File: src/design/vec_pkg.sv
// Sizes are fixed here; NrLanes must stay a power of two and all sums wrap at ElemWidth bits
`default_nettype none

package vec_pkg;

  ////////////////////////////////////////////////////////////////////////////
  // Sizes
  ////////////////////////////////////////////////////////////////////////////

  // Parallel lanes, power of two
  localparam int unsigned NrLanes   = 4;
  // Bits per vector element
  localparam int unsigned ElemWidth = 16;
  // Vector registers held in every lane
  localparam int unsigned NrVRegs   = 8;
  // Reduction result, wraps modulo 2**ElemWidth
  localparam int unsigned SumWidth  = ElemWidth;

  ////////////////////////////////////////////////////////////////////////////
  // Types
  ////////////////////////////////////////////////////////////////////////////

  typedef logic [ElemWidth-1:0]        elem_t;
  typedef logic [$clog2(NrVRegs)-1:0] vreg_idx_t;
  typedef logic [$clog2(NrLanes)-1:0] lane_idx_t;

  // Host instruction set
  typedef enum logic [2:0] {
    OP_VADD    = 3'd0,  // vd = vs1 + vs2
    OP_VXOR    = 3'd1,  // vd = vs1 ^ vs2
    OP_VIOTA   = 3'd2,  // vd = scalar + lane index
    OP_VBCAST  = 3'd3,  // vd = scalar, lane by lane
    OP_VREDSUM = 3'd4,  // result = sum of vs1
    OP_VEXT    = 3'd5   // result = vs1 of one lane
  } opcode_e;

  // Sequencer FSM
  typedef enum logic [1:0] {
    SEQ_IDLE   = 2'd0,
    SEQ_BCAST  = 2'd1,
    SEQ_REDUCE = 2'd2
  } seq_state_e;

  // What the reducer returns
  typedef enum logic {
    RED_SUM = 1'b0,
    RED_EXT = 1'b1
  } red_op_e;

endpackage : vec_pkg

`default_nettype wire

File: src/design/vec_sequencer.sv
// No back-pressure: requests while busy_o is high or right after another request are dropped
`timescale 1ns/1ps
`default_nettype none

module vec_sequencer (
  input  logic                clk_i,
  input  logic                arst_n_i,
  // Host request
  input  logic                req_valid_i,
  input  vec_pkg::opcode_e    req_op_i,
  input  vec_pkg::vreg_idx_t  req_vd_i,
  input  vec_pkg::vreg_idx_t  req_vs1_i,
  input  vec_pkg::vreg_idx_t  req_vs2_i,
  input  vec_pkg::elem_t      req_scalar_i,
  input  vec_pkg::lane_idx_t  req_lane_i,
  output logic                busy_o,
  // To all lanes
  output logic                op_valid_o,
  output vec_pkg::opcode_e    op_o,
  output vec_pkg::vreg_idx_t  vd_o,
  output vec_pkg::vreg_idx_t  vs1_o,
  output vec_pkg::vreg_idx_t  vs2_o,
  output vec_pkg::elem_t      scalar_o,
  // Head of the broadcast chain
  output logic                bc_valid_o,
  output vec_pkg::elem_t      bc_data_o,
  // To the reducer
  output logic                red_start_o,
  output vec_pkg::red_op_e    red_op_o,
  output vec_pkg::lane_idx_t  red_lane_o
);

  vec_pkg::seq_state_e state_q, state_d;
  vec_pkg::lane_idx_t  cnt_q, cnt_d;
  logic                req_prev_q;
  logic                accept;
  logic                is_lane_op;
  logic                is_red_op;
  logic                is_bcast;

  logic                op_valid_q;
  logic                bc_valid_q;
  logic                red_start_q;
  vec_pkg::opcode_e    op_q;
  vec_pkg::vreg_idx_t  vd_q, vs1_q, vs2_q;
  vec_pkg::elem_t      scalar_q;
  vec_pkg::red_op_e    red_op_q;
  vec_pkg::lane_idx_t  red_lane_q;

  ////////////////////////////////////////////////////////////////////////////
  // Request decode
  ////////////////////////////////////////////////////////////////////////////

  assign accept     = req_valid_i && (state_q == vec_pkg::SEQ_IDLE) && !req_prev_q;
  assign is_lane_op = req_op_i inside {vec_pkg::OP_VADD, vec_pkg::OP_VXOR, vec_pkg::OP_VIOTA};
  assign is_red_op  = req_op_i inside {vec_pkg::OP_VREDSUM, vec_pkg::OP_VEXT};
  assign is_bcast   = (req_op_i == vec_pkg::OP_VBCAST);

  // Counter holds remaining busy cycles minus one
  always_comb begin
    state_d = state_q;
    cnt_d   = cnt_q;
    case (state_q)
      vec_pkg::SEQ_IDLE: begin
        if (accept && is_bcast) begin
          state_d = vec_pkg::SEQ_BCAST;
          cnt_d   = vec_pkg::lane_idx_t'(vec_pkg::NrLanes - 1);
        end else if (accept && is_red_op) begin
          state_d = vec_pkg::SEQ_REDUCE;
          cnt_d   = vec_pkg::lane_idx_t'(1);
        end
      end
      vec_pkg::SEQ_BCAST, vec_pkg::SEQ_REDUCE: begin
        if (cnt_q == '0) begin
          state_d = vec_pkg::SEQ_IDLE;
        end else begin
          cnt_d = cnt_q - vec_pkg::lane_idx_t'(1);
        end
      end
      default: state_d = vec_pkg::SEQ_IDLE;
    endcase
  end

  always_ff @(posedge clk_i or negedge arst_n_i) begin
    if (!arst_n_i) begin
      state_q     <= vec_pkg::SEQ_IDLE;
      cnt_q       <= '0;
      req_prev_q  <= 1'b0;
      op_valid_q  <= 1'b0;
      bc_valid_q  <= 1'b0;
      red_start_q <= 1'b0;
      op_q        <= vec_pkg::OP_VADD;
      vd_q        <= '0;
      vs1_q       <= '0;
      vs2_q       <= '0;
      scalar_q    <= '0;
      red_op_q    <= vec_pkg::RED_SUM;
      red_lane_q  <= '0;
    end else begin
      state_q     <= state_d;
      cnt_q       <= cnt_d;
      req_prev_q  <= req_valid_i;
      op_valid_q  <= accept && is_lane_op;
      bc_valid_q  <= accept && is_bcast;
      red_start_q <= accept && is_red_op;
      // vd stays put until the next accepted request, so the chain sees it
      if (accept) begin
        op_q       <= req_op_i;
        vd_q       <= req_vd_i;
        vs1_q      <= req_vs1_i;
        vs2_q      <= req_vs2_i;
        scalar_q   <= req_scalar_i;
        red_lane_q <= req_lane_i;
        red_op_q   <= (req_op_i == vec_pkg::OP_VEXT) ? vec_pkg::RED_EXT : vec_pkg::RED_SUM;
      end
    end
  end

  assign busy_o      = (state_q != vec_pkg::SEQ_IDLE);
  assign op_valid_o  = op_valid_q;
  assign op_o        = op_q;
  assign vd_o        = vd_q;
  assign vs1_o       = vs1_q;
  assign vs2_o       = vs2_q;
  assign scalar_o    = scalar_q;
  assign bc_valid_o  = bc_valid_q;
  assign bc_data_o   = scalar_q;
  assign red_start_o = red_start_q;
  assign red_op_o    = red_op_q;
  assign red_lane_o  = red_lane_q;

endmodule : vec_sequencer

`default_nettype wire

File: src/design/vec_lane.sv
// Lane ops and broadcast writes share one write port; the sequencer never issues both at once
`timescale 1ns/1ps
`default_nettype none

module vec_lane #(
  parameter vec_pkg::lane_idx_t LaneIdx = '0
) (
  input  logic                clk_i,
  input  logic                arst_n_i,
  // From the sequencer
  input  logic                op_valid_i,
  input  vec_pkg::opcode_e    op_i,
  input  vec_pkg::vreg_idx_t  vd_i,
  input  vec_pkg::vreg_idx_t  vs1_i,
  input  vec_pkg::vreg_idx_t  vs2_i,
  input  vec_pkg::elem_t      scalar_i,
  // Broadcast chain, previous lane in and next lane out
  input  logic                bc_valid_i,
  input  vec_pkg::elem_t      bc_data_i,
  output logic                bc_valid_o,
  output vec_pkg::elem_t      bc_data_o,
  // Element vs1 for the reducer
  output vec_pkg::elem_t      rd_data_o
);

  vec_pkg::elem_t rf_q [vec_pkg::NrVRegs];
  vec_pkg::elem_t src_a;
  vec_pkg::elem_t src_b;
  vec_pkg::elem_t alu_res;
  logic           bc_valid_q;
  vec_pkg::elem_t bc_data_q;

  ////////////////////////////////////////////////////////////////////////////
  // Operand read and ALU
  ////////////////////////////////////////////////////////////////////////////

  assign src_a = rf_q[vs1_i];
  assign src_b = rf_q[vs2_i];

  always_comb begin
    case (op_i)
      vec_pkg::OP_VADD:  alu_res = src_a + src_b;
      vec_pkg::OP_VXOR:  alu_res = src_a ^ src_b;
      // Lane index zero extended onto the scalar
      vec_pkg::OP_VIOTA: alu_res = scalar_i + vec_pkg::elem_t'(LaneIdx);
      default:           alu_res = '0;
    endcase
  end

  ////////////////////////////////////////////////////////////////////////////
  // Register file slice
  ////////////////////////////////////////////////////////////////////////////

  always_ff @(posedge clk_i or negedge arst_n_i) begin
    if (!arst_n_i) begin
      for (int r = 0; r < vec_pkg::NrVRegs; r++) begin
        rf_q[r] <= '0;
      end
    end else if (op_valid_i) begin
      rf_q[vd_i] <= alu_res;
    end else if (bc_valid_i) begin
      rf_q[vd_i] <= bc_data_i;
    end
  end

  assign rd_data_o = src_a;

  ////////////////////////////////////////////////////////////////////////////
  // Broadcast stage
  ////////////////////////////////////////////////////////////////////////////

  // One register per lane, so lane k sees the value k cycles after lane 0
  always_ff @(posedge clk_i or negedge arst_n_i) begin
    if (!arst_n_i) begin
      bc_valid_q <= 1'b0;
      bc_data_q  <= '0;
    end else begin
      bc_valid_q <= bc_valid_i;
      bc_data_q  <= bc_data_i;
    end
  end

  assign bc_valid_o = bc_valid_q;
  assign bc_data_o  = bc_data_q;

endmodule : vec_lane

`default_nettype wire

File: src/design/vec_reducer.sv
// Adder tree assumes NrLanes is a power of two; the sum wraps at SumWidth bits
`timescale 1ns/1ps
`default_nettype none

module vec_reducer (
  input  logic                                      clk_i,
  input  logic                                      arst_n_i,
  // From the sequencer
  input  logic                                      red_start_i,
  input  vec_pkg::red_op_e                          red_op_i,
  input  vec_pkg::lane_idx_t                        red_lane_i,
  // Element vs1 of every lane
  input  vec_pkg::elem_t [vec_pkg::NrLanes-1:0]     lane_data_i,
  // Scalar response to the host
  output logic                                      resp_valid_o,
  output vec_pkg::elem_t                            resp_data_o
);

  // Heap layout: node 0 is the root, leaves start at NrLanes-1
  logic [vec_pkg::SumWidth-1:0] node [2*vec_pkg::NrLanes-1];
  vec_pkg::elem_t               ext_data;
  vec_pkg::elem_t               result;
  logic                         resp_valid_q;
  vec_pkg::elem_t               resp_data_q;

  ////////////////////////////////////////////////////////////////////////////
  // Adder tree
  ////////////////////////////////////////////////////////////////////////////

  for (genvar l = 0; l < vec_pkg::NrLanes; l++) begin : gen_leaf
    assign node[vec_pkg::NrLanes-1+l] = lane_data_i[l];
  end : gen_leaf

  // Carry out of each adder is dropped
  for (genvar n = 0; n < vec_pkg::NrLanes - 1; n++) begin : gen_node
    assign node[n] = node[2*n+1] + node[2*n+2];
  end : gen_node

  // Single lane pick for extract
  assign ext_data = lane_data_i[red_lane_i];

  assign result = (red_op_i == vec_pkg::RED_EXT) ? ext_data : node[0];

  ////////////////////////////////////////////////////////////////////////////
  // Result register
  ////////////////////////////////////////////////////////////////////////////

  always_ff @(posedge clk_i or negedge arst_n_i) begin
    if (!arst_n_i) begin
      resp_valid_q <= 1'b0;
      resp_data_q  <= '0;
    end else begin
      resp_valid_q <= red_start_i;
      if (red_start_i) begin
        resp_data_q <= result;
      end
    end
  end

  assign resp_valid_o = resp_valid_q;
  assign resp_data_o  = resp_data_q;

endmodule : vec_reducer

`default_nettype wire

File: src/design/vec_top.sv
// Host must keep req_valid_i low while busy_o is high and for a cycle after each request
`timescale 1ns/1ps
`default_nettype none

module vec_top (
  input  logic                clk_i,
  input  logic                arst_n_i,
  // Host request, single-cycle strobe
  input  logic                req_valid_i,
  input  vec_pkg::opcode_e    req_op_i,
  input  vec_pkg::vreg_idx_t  req_vd_i,
  input  vec_pkg::vreg_idx_t  req_vs1_i,
  input  vec_pkg::vreg_idx_t  req_vs2_i,
  input  vec_pkg::elem_t      req_scalar_i,
  input  vec_pkg::lane_idx_t  req_lane_i,
  // Host status and response
  output logic                busy_o,
  output logic                resp_valid_o,
  output vec_pkg::elem_t      resp_data_o
);

  ////////////////////////////////////////////////////////////////////////////
  // Sequencer
  ////////////////////////////////////////////////////////////////////////////

  logic                                  op_valid;
  vec_pkg::opcode_e                      op;
  vec_pkg::vreg_idx_t                    vd, vs1, vs2;
  vec_pkg::elem_t                        scalar;
  logic                                  bc_valid;
  vec_pkg::elem_t                        bc_data;
  logic                                  red_start;
  vec_pkg::red_op_e                      red_op;
  vec_pkg::lane_idx_t                    red_lane;

  vec_sequencer i_sequencer (
    .clk_i       (clk_i       ),
    .arst_n_i    (arst_n_i    ),
    .req_valid_i (req_valid_i ),
    .req_op_i    (req_op_i    ),
    .req_vd_i    (req_vd_i    ),
    .req_vs1_i   (req_vs1_i   ),
    .req_vs2_i   (req_vs2_i   ),
    .req_scalar_i(req_scalar_i),
    .req_lane_i  (req_lane_i  ),
    .busy_o      (busy_o      ),
    .op_valid_o  (op_valid    ),
    .op_o        (op          ),
    .vd_o        (vd          ),
    .vs1_o       (vs1         ),
    .vs2_o       (vs2         ),
    .scalar_o    (scalar      ),
    .bc_valid_o  (bc_valid    ),
    .bc_data_o   (bc_data     ),
    .red_start_o (red_start   ),
    .red_op_o    (red_op      ),
    .red_lane_o  (red_lane    )
  );

  ////////////////////////////////////////////////////////////////////////////
  // Lanes and broadcast chain
  ////////////////////////////////////////////////////////////////////////////

  vec_pkg::elem_t [vec_pkg::NrLanes-1:0] lane_rd_data;
  vec_pkg::elem_t [vec_pkg::NrLanes-1:0] bc_lane_data_in;
  vec_pkg::elem_t [vec_pkg::NrLanes-1:0] bc_lane_data_out;
  logic           [vec_pkg::NrLanes-1:0] bc_lane_valid_in;
  logic           [vec_pkg::NrLanes-1:0] bc_lane_valid_out;

  for (genvar lane = 0; lane < vec_pkg::NrLanes; lane++) begin : gen_lanes
    vec_lane #(
      .LaneIdx(vec_pkg::lane_idx_t'(lane))
    ) i_lane (
      .clk_i     (clk_i                  ),
      .arst_n_i  (arst_n_i               ),
      .op_valid_i(op_valid               ),
      .op_i      (op                     ),
      .vd_i      (vd                     ),
      .vs1_i     (vs1                    ),
      .vs2_i     (vs2                    ),
      .scalar_i  (scalar                 ),
      .bc_valid_i(bc_lane_valid_in[lane] ),
      .bc_data_i (bc_lane_data_in[lane]  ),
      .bc_valid_o(bc_lane_valid_out[lane]),
      .bc_data_o (bc_lane_data_out[lane] ),
      .rd_data_o (lane_rd_data[lane]     )
    );

    // Lane 0 takes the sequencer, the rest take their left neighbour
    if (lane == 0) begin : gen_bc_first
      assign bc_lane_valid_in[0] = bc_valid;
      assign bc_lane_data_in[0]  = bc_data;
    end else begin : gen_bc_next
      assign bc_lane_valid_in[lane] = bc_lane_valid_out[lane-1];
      assign bc_lane_data_in[lane]  = bc_lane_data_out[lane-1];
    end
  end : gen_lanes

  ////////////////////////////////////////////////////////////////////////////
  // Reducer
  ////////////////////////////////////////////////////////////////////////////

  vec_reducer i_reducer (
    .clk_i       (clk_i       ),
    .arst_n_i    (arst_n_i    ),
    .red_start_i (red_start   ),
    .red_op_i    (red_op      ),
    .red_lane_i  (red_lane    ),
    .lane_data_i (lane_rd_data),
    .resp_valid_o(resp_valid_o),
    .resp_data_o (resp_data_o )
  );

endmodule : vec_top

`default_nettype wire

File: config.mk
export PLATFORM = sky130hd
export DESIGN_NAME = vec_top
export DESIGN_NICKNAME = d
export VERILOG_FILES = /design/src/design/vec_pkg.sv /design/src/design/vec_sequencer.sv /design/src/design/vec_lane.sv /design/src/design/vec_reducer.sv /design/src/design/vec_top.sv
export SDC_FILE = /design/constraint.sdc
export NUM_CORES = 2
export LEC_CHECK = 0
export BUFFER_PORTS_ARGS = -buffer_cell sky130_fd_sc_hd__buf_2
export CAP_MARGIN = 20
export CORE_MARGIN = 2
export CORE_UTILIZATION = 44
export DETAILED_ROUTE_END_ITERATION = 7
export HOLD_SLACK_MARGIN = 0.15
export PLACE_DENSITY = 0.65
export SLEW_MARGIN = 0
export SYNTH_ARGS = -nofsm -noshare
export SYNTH_HDL_FRONTEND = slang
export SYNTH_SLANG_ARGS = --single-unit
File: constraint.sdc
create_clock -name clk_i -period 11.3 [get_ports clk_i]
set_input_delay 3.39 -clock clk_i [delete_from_list [all_inputs] [get_ports clk_i]]
set_output_delay 3.39 -clock clk_i [all_outputs]
set_load 0.01 [all_outputs]
Word level (Yosys, flattened, before mapping)
Index checks and enable logic that the tools add are counted.
- add/sub/neg operators: 11
- $lt $le $gt $ge: 5
- eq/ne operators: 12
- mux-type cells: 58
- bitwise gates (word level): 7
- reduce and logical (&&, ||, !) cells: 22
- operator list (cell ; number):
    $bwmux W128 ; 8
    $mux W128 ; 8
    $bmux W16 S3 ; 8
    $mux W16 ; 19
    $pmux W16 S3 ; 4
    $add A16 B16 Y16 ; 7
    $xor A16 B16 Y16 ; 4
    $demux W16 S3 ; 1
    $add A16 B2 Y16 const B ; 2
    $bmux W16 S2 ; 1
    $add A16 B1 Y16 const B ; 1
    $reduce_bool A2 Y1 ; 7
    $ge A4 B4 Y1 const B ; 3
    $mux W2 ; 6
    $not A3 Y4 ; 3
    $eq A3 B2 Y1 const B ; 3
    $pmux W2 S2 ; 2
    $eq A3 B1 Y1 const B ; 2
    $eq A3 B3 Y1 const B ; 2
    $logic_and A1 B1 Y1 ; 6
    $logic_not A3 Y1 ; 2
    $logic_not A2 Y1 ; 2
    $lt A4 B1 Y1 const B ; 1
    $lt A2 B3 Y1 const B ; 1
    12 further kinds ; 12
- register bits: 619
- bits of input ports: 33
- output and inout port bits: 18

Longest topological paths before layout
- depth in word-level cells: 8
- gate-level depth with buffers: 20

By module
A second synthesis with hierarchy kept.
- cell total of the unflattened synthesis: 3512
- area, all modules: 38021.5 um^2
- by module, submodules not included (module ; instances ; cells an instance ; area an instance (um^2) ; seq. area each (um^2)):
    vec_lane (gen_lanes[1].i_lane) ; 1 ; 768 ; 8446.9 ; 3628.5
    vec_lane (gen_lanes[2].i_lane) ; 1 ; 775 ; 8394.3 ; 3628.5
    vec_lane (gen_lanes[0].i_lane) ; 1 ; 768 ; 8393.0 ; 3628.5
    vec_lane (gen_lanes[3].i_lane) ; 1 ; 768 ; 8338.0 ; 3628.5
    vec_reducer ; 1 ; 309 ; 2782.7 ; 425.4
    vec_sequencer ; 1 ; 124 ; 1666.6 ; 975.9

Worst setup path before layout
Ideal clock, no wire load.
- path kind: input to register
- start: input port req_valid_i
- end: register i_sequencer.cnt_q[0]
- setup time: 82 ps
- arrival: 4668 ps
- required time: 11218 ps
- setup slack: 6550 ps
- cell stages on the path: 6
- cells stage by stage: nand3b_1 -> or3b_2 -> a31oi_1 -> a21boi_0 -> nor2_1 -> a31oi_1
- cells in the longest elaborated chain, start to end: 5
- RTL lines (what ; line ; source):
    start, declared ; vec_top.sv:9 ; input logic req_valid_i,
    $logic_and A1 B1 Y1 (*) (2 in series) ; vec_sequencer.sv:54 ; assign accept = req_valid_i && (state_q == vec_pkg::SEQ_IDLE) && !req_prev_q;
    $logic_and A1 B1 Y1 (on tied branches) ; vec_sequencer.sv:68, vec_sequencer.sv:65 ;
    $ne A3 B3 Y1 (no line) / $mux W2 (equally long branches) ; n/a ;
    $reduce_and A3 Y1 (no line) / $pmux W2 S2 (equally long branches) ; n/a ;
    end signal, assigned ; vec_sequencer.sv:101 ; cnt_q <= cnt_d;
    end, declared ; vec_sequencer.sv:34 ; vec_pkg::lane_idx_t cnt_q, cnt_d;
Mark *: on every way between the ends. The rest lies on a longest branch, timed or not.
A chain may end at the register's enable or synchronous reset.

Worst setup path in the final report
- start: register i_sequencer.vs2_q[0], in the netlist i_sequencer.vs2_o[0]
- end: register gen_lanes[2].i_lane.rf_q[58] (netlist name)
- cells in the longest elaborated chain, start to end: 8
- RTL lines (what ; line ; source):
    start, declared ; vec_sequencer.sv:45 ; vec_pkg::vreg_idx_t vd_q, vs1_q, vs2_q;
    start signal, assigned ; vec_sequencer.sv:111 ; vs2_q <= req_vs2_i;
    $not A3 Y4 (not written as such) (*) ; vec_lane.sv:38 ; assign src_b = rf_q[vs2_i];
    $bmux W16 S3 (*) ; vec_lane.sv:38 ;
    $mux W16 (not written as such) (*) (2 in series) ; vec_lane.sv:38 ;
    $add A16 B16 Y16 / $xor A16 B16 Y16 (equally long branches) ; vec_lane.sv:42, vec_lane.sv:43 ;
    $pmux W16 S3 (*) ; vec_lane.sv:41 ; case (op_i)
    $bwmux W128 (*) ; vec_lane.sv:60 ; rf_q[vd_i] <= alu_res;
    $mux W128 (*) ; vec_lane.sv:59 ; end else if (op_valid_i) begin
    end signal, assigned by index ; vec_lane.sv:60 ;
    end signal, assigned by index ; vec_lane.sv:62 ; rf_q[vd_i] <= bc_data_i;
    end, declared ; vec_lane.sv:26 ; vec_pkg::elem_t rf_q [vec_pkg::NrVRegs];
Mark *: on every way between the ends. The rest lies on a longest branch, timed or not. The select of a mux whose other input is x is not followed.

==> run_summary.xml <==
<?xml version="1.0" encoding="UTF-8"?>
<metrics>
  <group name="critical_path">
    <metric name="critical_path_required" unit="ns">11.73</metric>
    <metric name="worst-r2r-setup-slack" unit="ns">5.58</metric>
    <metric name="critical_path.max_fanout" unit="">37</metric>
    <metric name="crit-reg2reg-capture" unit="">gen_lanes[2].i_lane.rf_q[58]</metric>
    <metric name="timing.setup.critical_path_class" unit="">register to register</metric>
    <metric name="timing.critical_path.from_type" unit="">register</metric>
    <metric name="kind_of_end_point_of_the_critical_path" unit="">register</metric>
    <metric name="worst_setup_path_endpoint" unit="">gen_lanes[2].i_lane.rf_q[58]</metric>
    <metric name="crit_path_start" unit="">i_sequencer.vs2_o[0]</metric>
    <metric name="ff2ff_path_depth" unit="">11</metric>
    <metric name="cp_data_arrival_time" unit="ns">6.15</metric>
    <metric name="worst_r2r_startpoint" unit="">i_sequencer.vs2_o[0]</metric>
  </group>
  <group name="global_route">
    <metric name="track_usage" unit="">0.2607</metric>
    <metric name="antenna_found_initial" unit="">1</metric>
    <metric name="grt_start_max_net_pins" unit="">140</metric>
    <metric name="first_global_vias" unit="">27070</metric>
    <metric name="grt_pass1_wl" unit="um">168200</metric>
    <metric name="remaining_global_route_overflow" unit="">0</metric>
  </group>
  <group name="final_layout">
    <metric name="area_growth" unit="%">10.12</metric>
    <metric name="proportion_of_layout_cells_with_a_drive_suffix_above_1" unit="">0.2190</metric>
    <metric name="multiInputGateArea" unit="um^2">19440</metric>
    <metric name="area.sequential" unit="um^2">15510</metric>
    <metric name="final_net_count" unit="">3452</metric>
    <metric name="antenna_diodes" unit="">0</metric>
    <metric name="nFillCells" unit="">7453</metric>
  </group>
  <group name="synthesis">
    <metric name="synth.lib_cells_used.distinct" unit="">80</metric>
    <metric name="yosys_most_used_dff" unit="">dfrtp_1</metric>
    <metric name="synthMuxAreaShare" unit="">0.2460</metric>
    <metric name="synth_top_cells_by_area" unit="">dfrtp_1 (43%), mux4_2 (16%), mux2_2 (6.9%)</metric>
    <metric name="synth_fa_ha_area_frac" unit="">0.04694</metric>
    <metric name="synth_seq_cells" unit="">619</metric>
    <metric name="synthesis.nets" unit="">3477</metric>
    <metric name="post_synth_xor_area_fraction" unit="">0.01903</metric>
    <metric name="netlist_instances" unit="">3328</metric>
    <metric name="synth-compound-area-share" unit="">0.1240</metric>
    <metric name="synthSimpleGateAreaFrac" unit="">0.09853</metric>
    <metric name="mappedNetlistArea" unit="um^2">36360</metric>
    <metric name="synth-warning-count" unit="">0</metric>
    <metric name="combinational_family_with_the_most_area_after_synthesis" unit="">multiplexers</metric>
    <metric name="synthDominantAreaCellType" unit="">dfrtp_1</metric>
    <metric name="asyncSetResetFlopFracSynth" unit="">1.000</metric>
    <metric name="avgSynthCellArea" unit="um^2">10.92</metric>
    <metric name="synth_enable_flop_cells" unit="">0</metric>
    <metric name="synthTopCellsByCount" unit="">dfrtp_1 (619), nand2_1 (550), o21ai_0 (476), mux4_2 (263), mux2_2 (223)</metric>
    <metric name="yosys.area.top_type_share" unit="">0.4261</metric>
    <metric name="synthMostInstantiatedCell" unit="">dfrtp_1</metric>
    <metric name="sequential_area_share_after_synthesis" unit="">0.4261</metric>
  </group>
  <group name="detailed_routing">
    <metric name="antenna_left" unit="">0</metric>
    <metric name="drt_first_iter_violations" unit="">2542</metric>
    <metric name="route.final.wire_length" unit="um">109500</metric>
    <metric name="detail_route.vias_per_cell" unit="">6.127</metric>
    <metric name="first_pass_iters" unit="">6</metric>
    <metric name="routed-via-count" unit="">27120</metric>
    <metric name="per_cell_routed_wire_length" unit="um">24.75</metric>
    <metric name="drt_drc_violations_left" unit="">0</metric>
  </group>
  <group name="floorplanning">
    <metric name="placeableCoreArea" unit="um^2">81980</metric>
    <metric name="die_h" unit="um">291.5</metric>
    <metric name="initial_core_util" unit="">0.4435</metric>
    <metric name="floorplan.die_area" unit="um^2">84940</metric>
    <metric name="std_cell_rows" unit="">105</metric>
    <metric name="top_level_ports" unit="">51</metric>
    <metric name="die_width" unit="um">291.5</metric>
  </group>
  <group name="sta">
    <metric name="headroom_to_the_max_slew_limit" unit="">0.2418</metric>
    <metric name="setup_viol_count_final" unit="">0</metric>
    <metric name="report.final.slew_viol_count" unit="">0</metric>
    <metric name="fin_crit" unit="ns">5.721</metric>
    <metric name="max_clock_freq" unit="GHz">0.1748</metric>
    <metric name="rsz0062_at_grt" unit="">no</metric>
    <metric name="totalNegativeSetupSlack" unit="ns">0</metric>
    <metric name="tightest_slew" unit="ns">1.135</metric>
    <metric name="clock_skew" unit="ns">0.02830</metric>
    <metric name="hold_viol" unit="">0</metric>
    <metric name="share_of_the_clock_period_used_by_the_worst_path" unit="">0.5063</metric>
  </group>
  <group name="placed_design">
    <metric name="hpwlAfterDp" unit="um">75610</metric>
    <metric name="port_buffers" unit="">50</metric>
    <metric name="routabilityCongestion" unit="">0.9711</metric>
  </group>
  <group name="clock_network">
    <metric name="tritoncts.num_buffers" unit="">70</metric>
    <metric name="max-clock-path-buffers" unit="">3</metric>
    <metric name="clk_transition_reported_paths" unit="ns">0.06</metric>
    <metric name="ctsHtreeMaxLevel" unit="">3</metric>
    <metric name="clkLatencyLatePin" unit="ns">0.63</metric>
    <metric name="holdBufCountCts" unit="">0</metric>
    <metric name="tritoncts_clock_tree" unit="">yes</metric>
    <metric name="postCtsSetupRepairBufs" unit="">0</metric>
    <metric name="ctsResizeCount" unit="">0</metric>
    <metric name="clock_sink_count" unit="">619</metric>
    <metric name="root_buffer_cell" unit="">clkbuf_16</metric>
  </group>
  <group name="outcome">
    <metric name="status" unit="">finished, final reports clean</metric>
  </group>
  <group name="hold_path">
    <metric name="worst_hold_path_type" unit="">register to register</metric>
  </group>
  <group name="job">
    <metric name="max_cap_violations" unit="">0</metric>
  </group>
</metrics>
## worst max-delay path: stages, from the launching register on
cell	delay [ns]
dfrtp_4	0.94
buf_4	0.66
mux4_2	0.57
mux2_2	0.30
ha_1	0.39
a2111oi_0	0.52
o21ai_0	0.26
a21boi_0	0.41
nor2_1	0.10
xnor2_1	0.16
a221oi_1	0.90
o21ai_0	0.25
## how the worst min path moves through the flow
stage	start	endpoint	cells after the start
final	gen_lanes[0].i_lane.bc_data_o[5]	gen_lanes[1].i_lane.bc_data_o[5]	0
after global routing	gen_lanes[1].i_lane.bc_data_o[12]	gen_lanes[2].i_lane.bc_data_o[12]	0
after CTS	gen_lanes[1].i_lane.bc_data_o[12]	gen_lanes[2].i_lane.bc_data_o[12]	0
after detailed placement	gen_lanes[0].i_lane.bc_data_o[0]	gen_lanes[1].i_lane.bc_data_o[0]	0
after global placement	gen_lanes[0].i_lane.bc_data_o[0]	gen_lanes[1].i_lane.bc_data_o[0]	0
after floorplan	gen_lanes[0].i_lane.bc_data_o[0]	gen_lanes[1].i_lane.bc_data_o[0]	0
## layout make-up
cell class,count,area share
Timing Repair Buffer,111,0.02306
Inverter,130,0.01219
Clock buffer,98,0.05200
Tap cell,1070,0.03344
Sequential cell,619,0.3875
Clock inverter,27,0.006344
Multi-Input combinational cell,2371,0.4855
## registers in the layout, indices dropped and copies added (netlist names)
name,count
gen_lanes.i_lane.bc_valid_o,3
i_sequencer.bc_valid_o,1
gen_lanes.i_lane.bc_data_o,48
i_sequencer.bc_data_o,16
i_reducer.resp_valid_o,1
i_sequencer.state_q,2
i_sequencer.req_prev_q,1
i_sequencer.red_start_o,1
i_reducer.resp_data_o,16
i_sequencer.red_op_o,1
gen_lanes.i_lane.rf_q,512
i_sequencer.cnt_q,2
i_sequencer.vs2_o,3
i_sequencer.vs1_o,3
i_sequencer.red_lane_o,2
i_sequencer.vd_o,3
i_sequencer.op_o,3
i_sequencer.op_valid_o,1
## per-layer routing
layer / GRT usage / wire (um)
met5: 0 / 0
met4: 0.1106 / 4990
met3: 0.06414 / 9690
met2: 0.4002 / 49560
met1: 0.3540 / 45300
## kinds of logic (layout without fill, tap and decap cells)
kind of cell / after synthesis / count (layout)
adders and majority gates: 116 / 116
buffers and inverters: 338 / 366
DFF: 619 / 619
xor gates and xnor gates: 79 / 79
muxes: 522 / 522
AOI/OAI and AO/OA: 791 / 791
and+or+nand+nor: 863 / 863
## stage by stage
| stage | hold WS (ns) | util | setup slack, ns | instances | cell area [um^2] |
|---|---|---|---|---|---|
| final | 0.3605 | 0.4884 | 5.579 | 4426 | 40040 |
| after global routing | 0.3757 | 0.4884 | 4.975 | 4426 | 40040 |
| after CTS | 0.3598 | 0.4862 | 5.517 | 4419 | 39860 |
| after detailed placement | 0.3569 | 0.4577 | 5.578 | 4294 | 37520 |
| after global placement | 0.3510 | 0.4569 | 5.642 | 4291 | 37460 |
| after floorplan | 0.3488 | - | 6.550 | 3328 | 36360 |
## cell usage in the layout, fill, tap and decap left out, types with 7 or more instances in the layout
| cell type | Yosys | final |
|---|---|---|
| a21boi_0 | 8 | 8 |
| a21oi_1 | 115 | 115 |
| a211oi_1 | 7 | 7 |
| buf_2 | 28 | 49 |
| mux2i_1 | 26 | 26 |
| fa_1 | 34 | 34 |
| o21a_1 | 10 | 10 |
| a21o_1 | 19 | 19 |
| nand4_1 | 7 | 7 |
| clkinv_2 | 0 | 13 |
| o21ai_0 | 476 | 476 |
| nor2_1 | 161 | 160 |
| clkbuf_1 | 141 | 10 |
| a22oi_1 | 33 | 33 |
| o22ai_1 | 12 | 12 |
| xor2_1 | 34 | 34 |
| clkbuf_16 | 0 | 74 |
| nor3_1 | 30 | 30 |
| inv_1 | 129 | 129 |
| mux2_2 | 223 | 223 |
| nor2b_1 | 7 | 7 |
| buf_4 | 15 | 49 |
| and2_1 | 7 | 7 |
| buf_16 | 0 | 8 |
| or3_1 | 8 | 8 |
| mux4_1 | 9 | 9 |
| or2_2 | 7 | 7 |
| mux4_2 | 263 | 263 |
| a31oi_1 | 21 | 21 |
| o211ai_1 | 21 | 21 |
| nor4_1 | 7 | 7 |
| o21ai_1 | 7 | 7 |
| nand2_1 | 550 | 550 |
| xnor2_1 | 45 | 45 |
| and3_1 | 18 | 18 |
| clkbuf_8 | 0 | 14 |
| ha_1 | 82 | 82 |
| nand3_1 | 34 | 34 |
| dfrtp_1 | 619 | 611 |
Power is left out: the tool's default activity adds up to more than one toggle a clock period on the data nets, which glitch-free logic cannot reach.
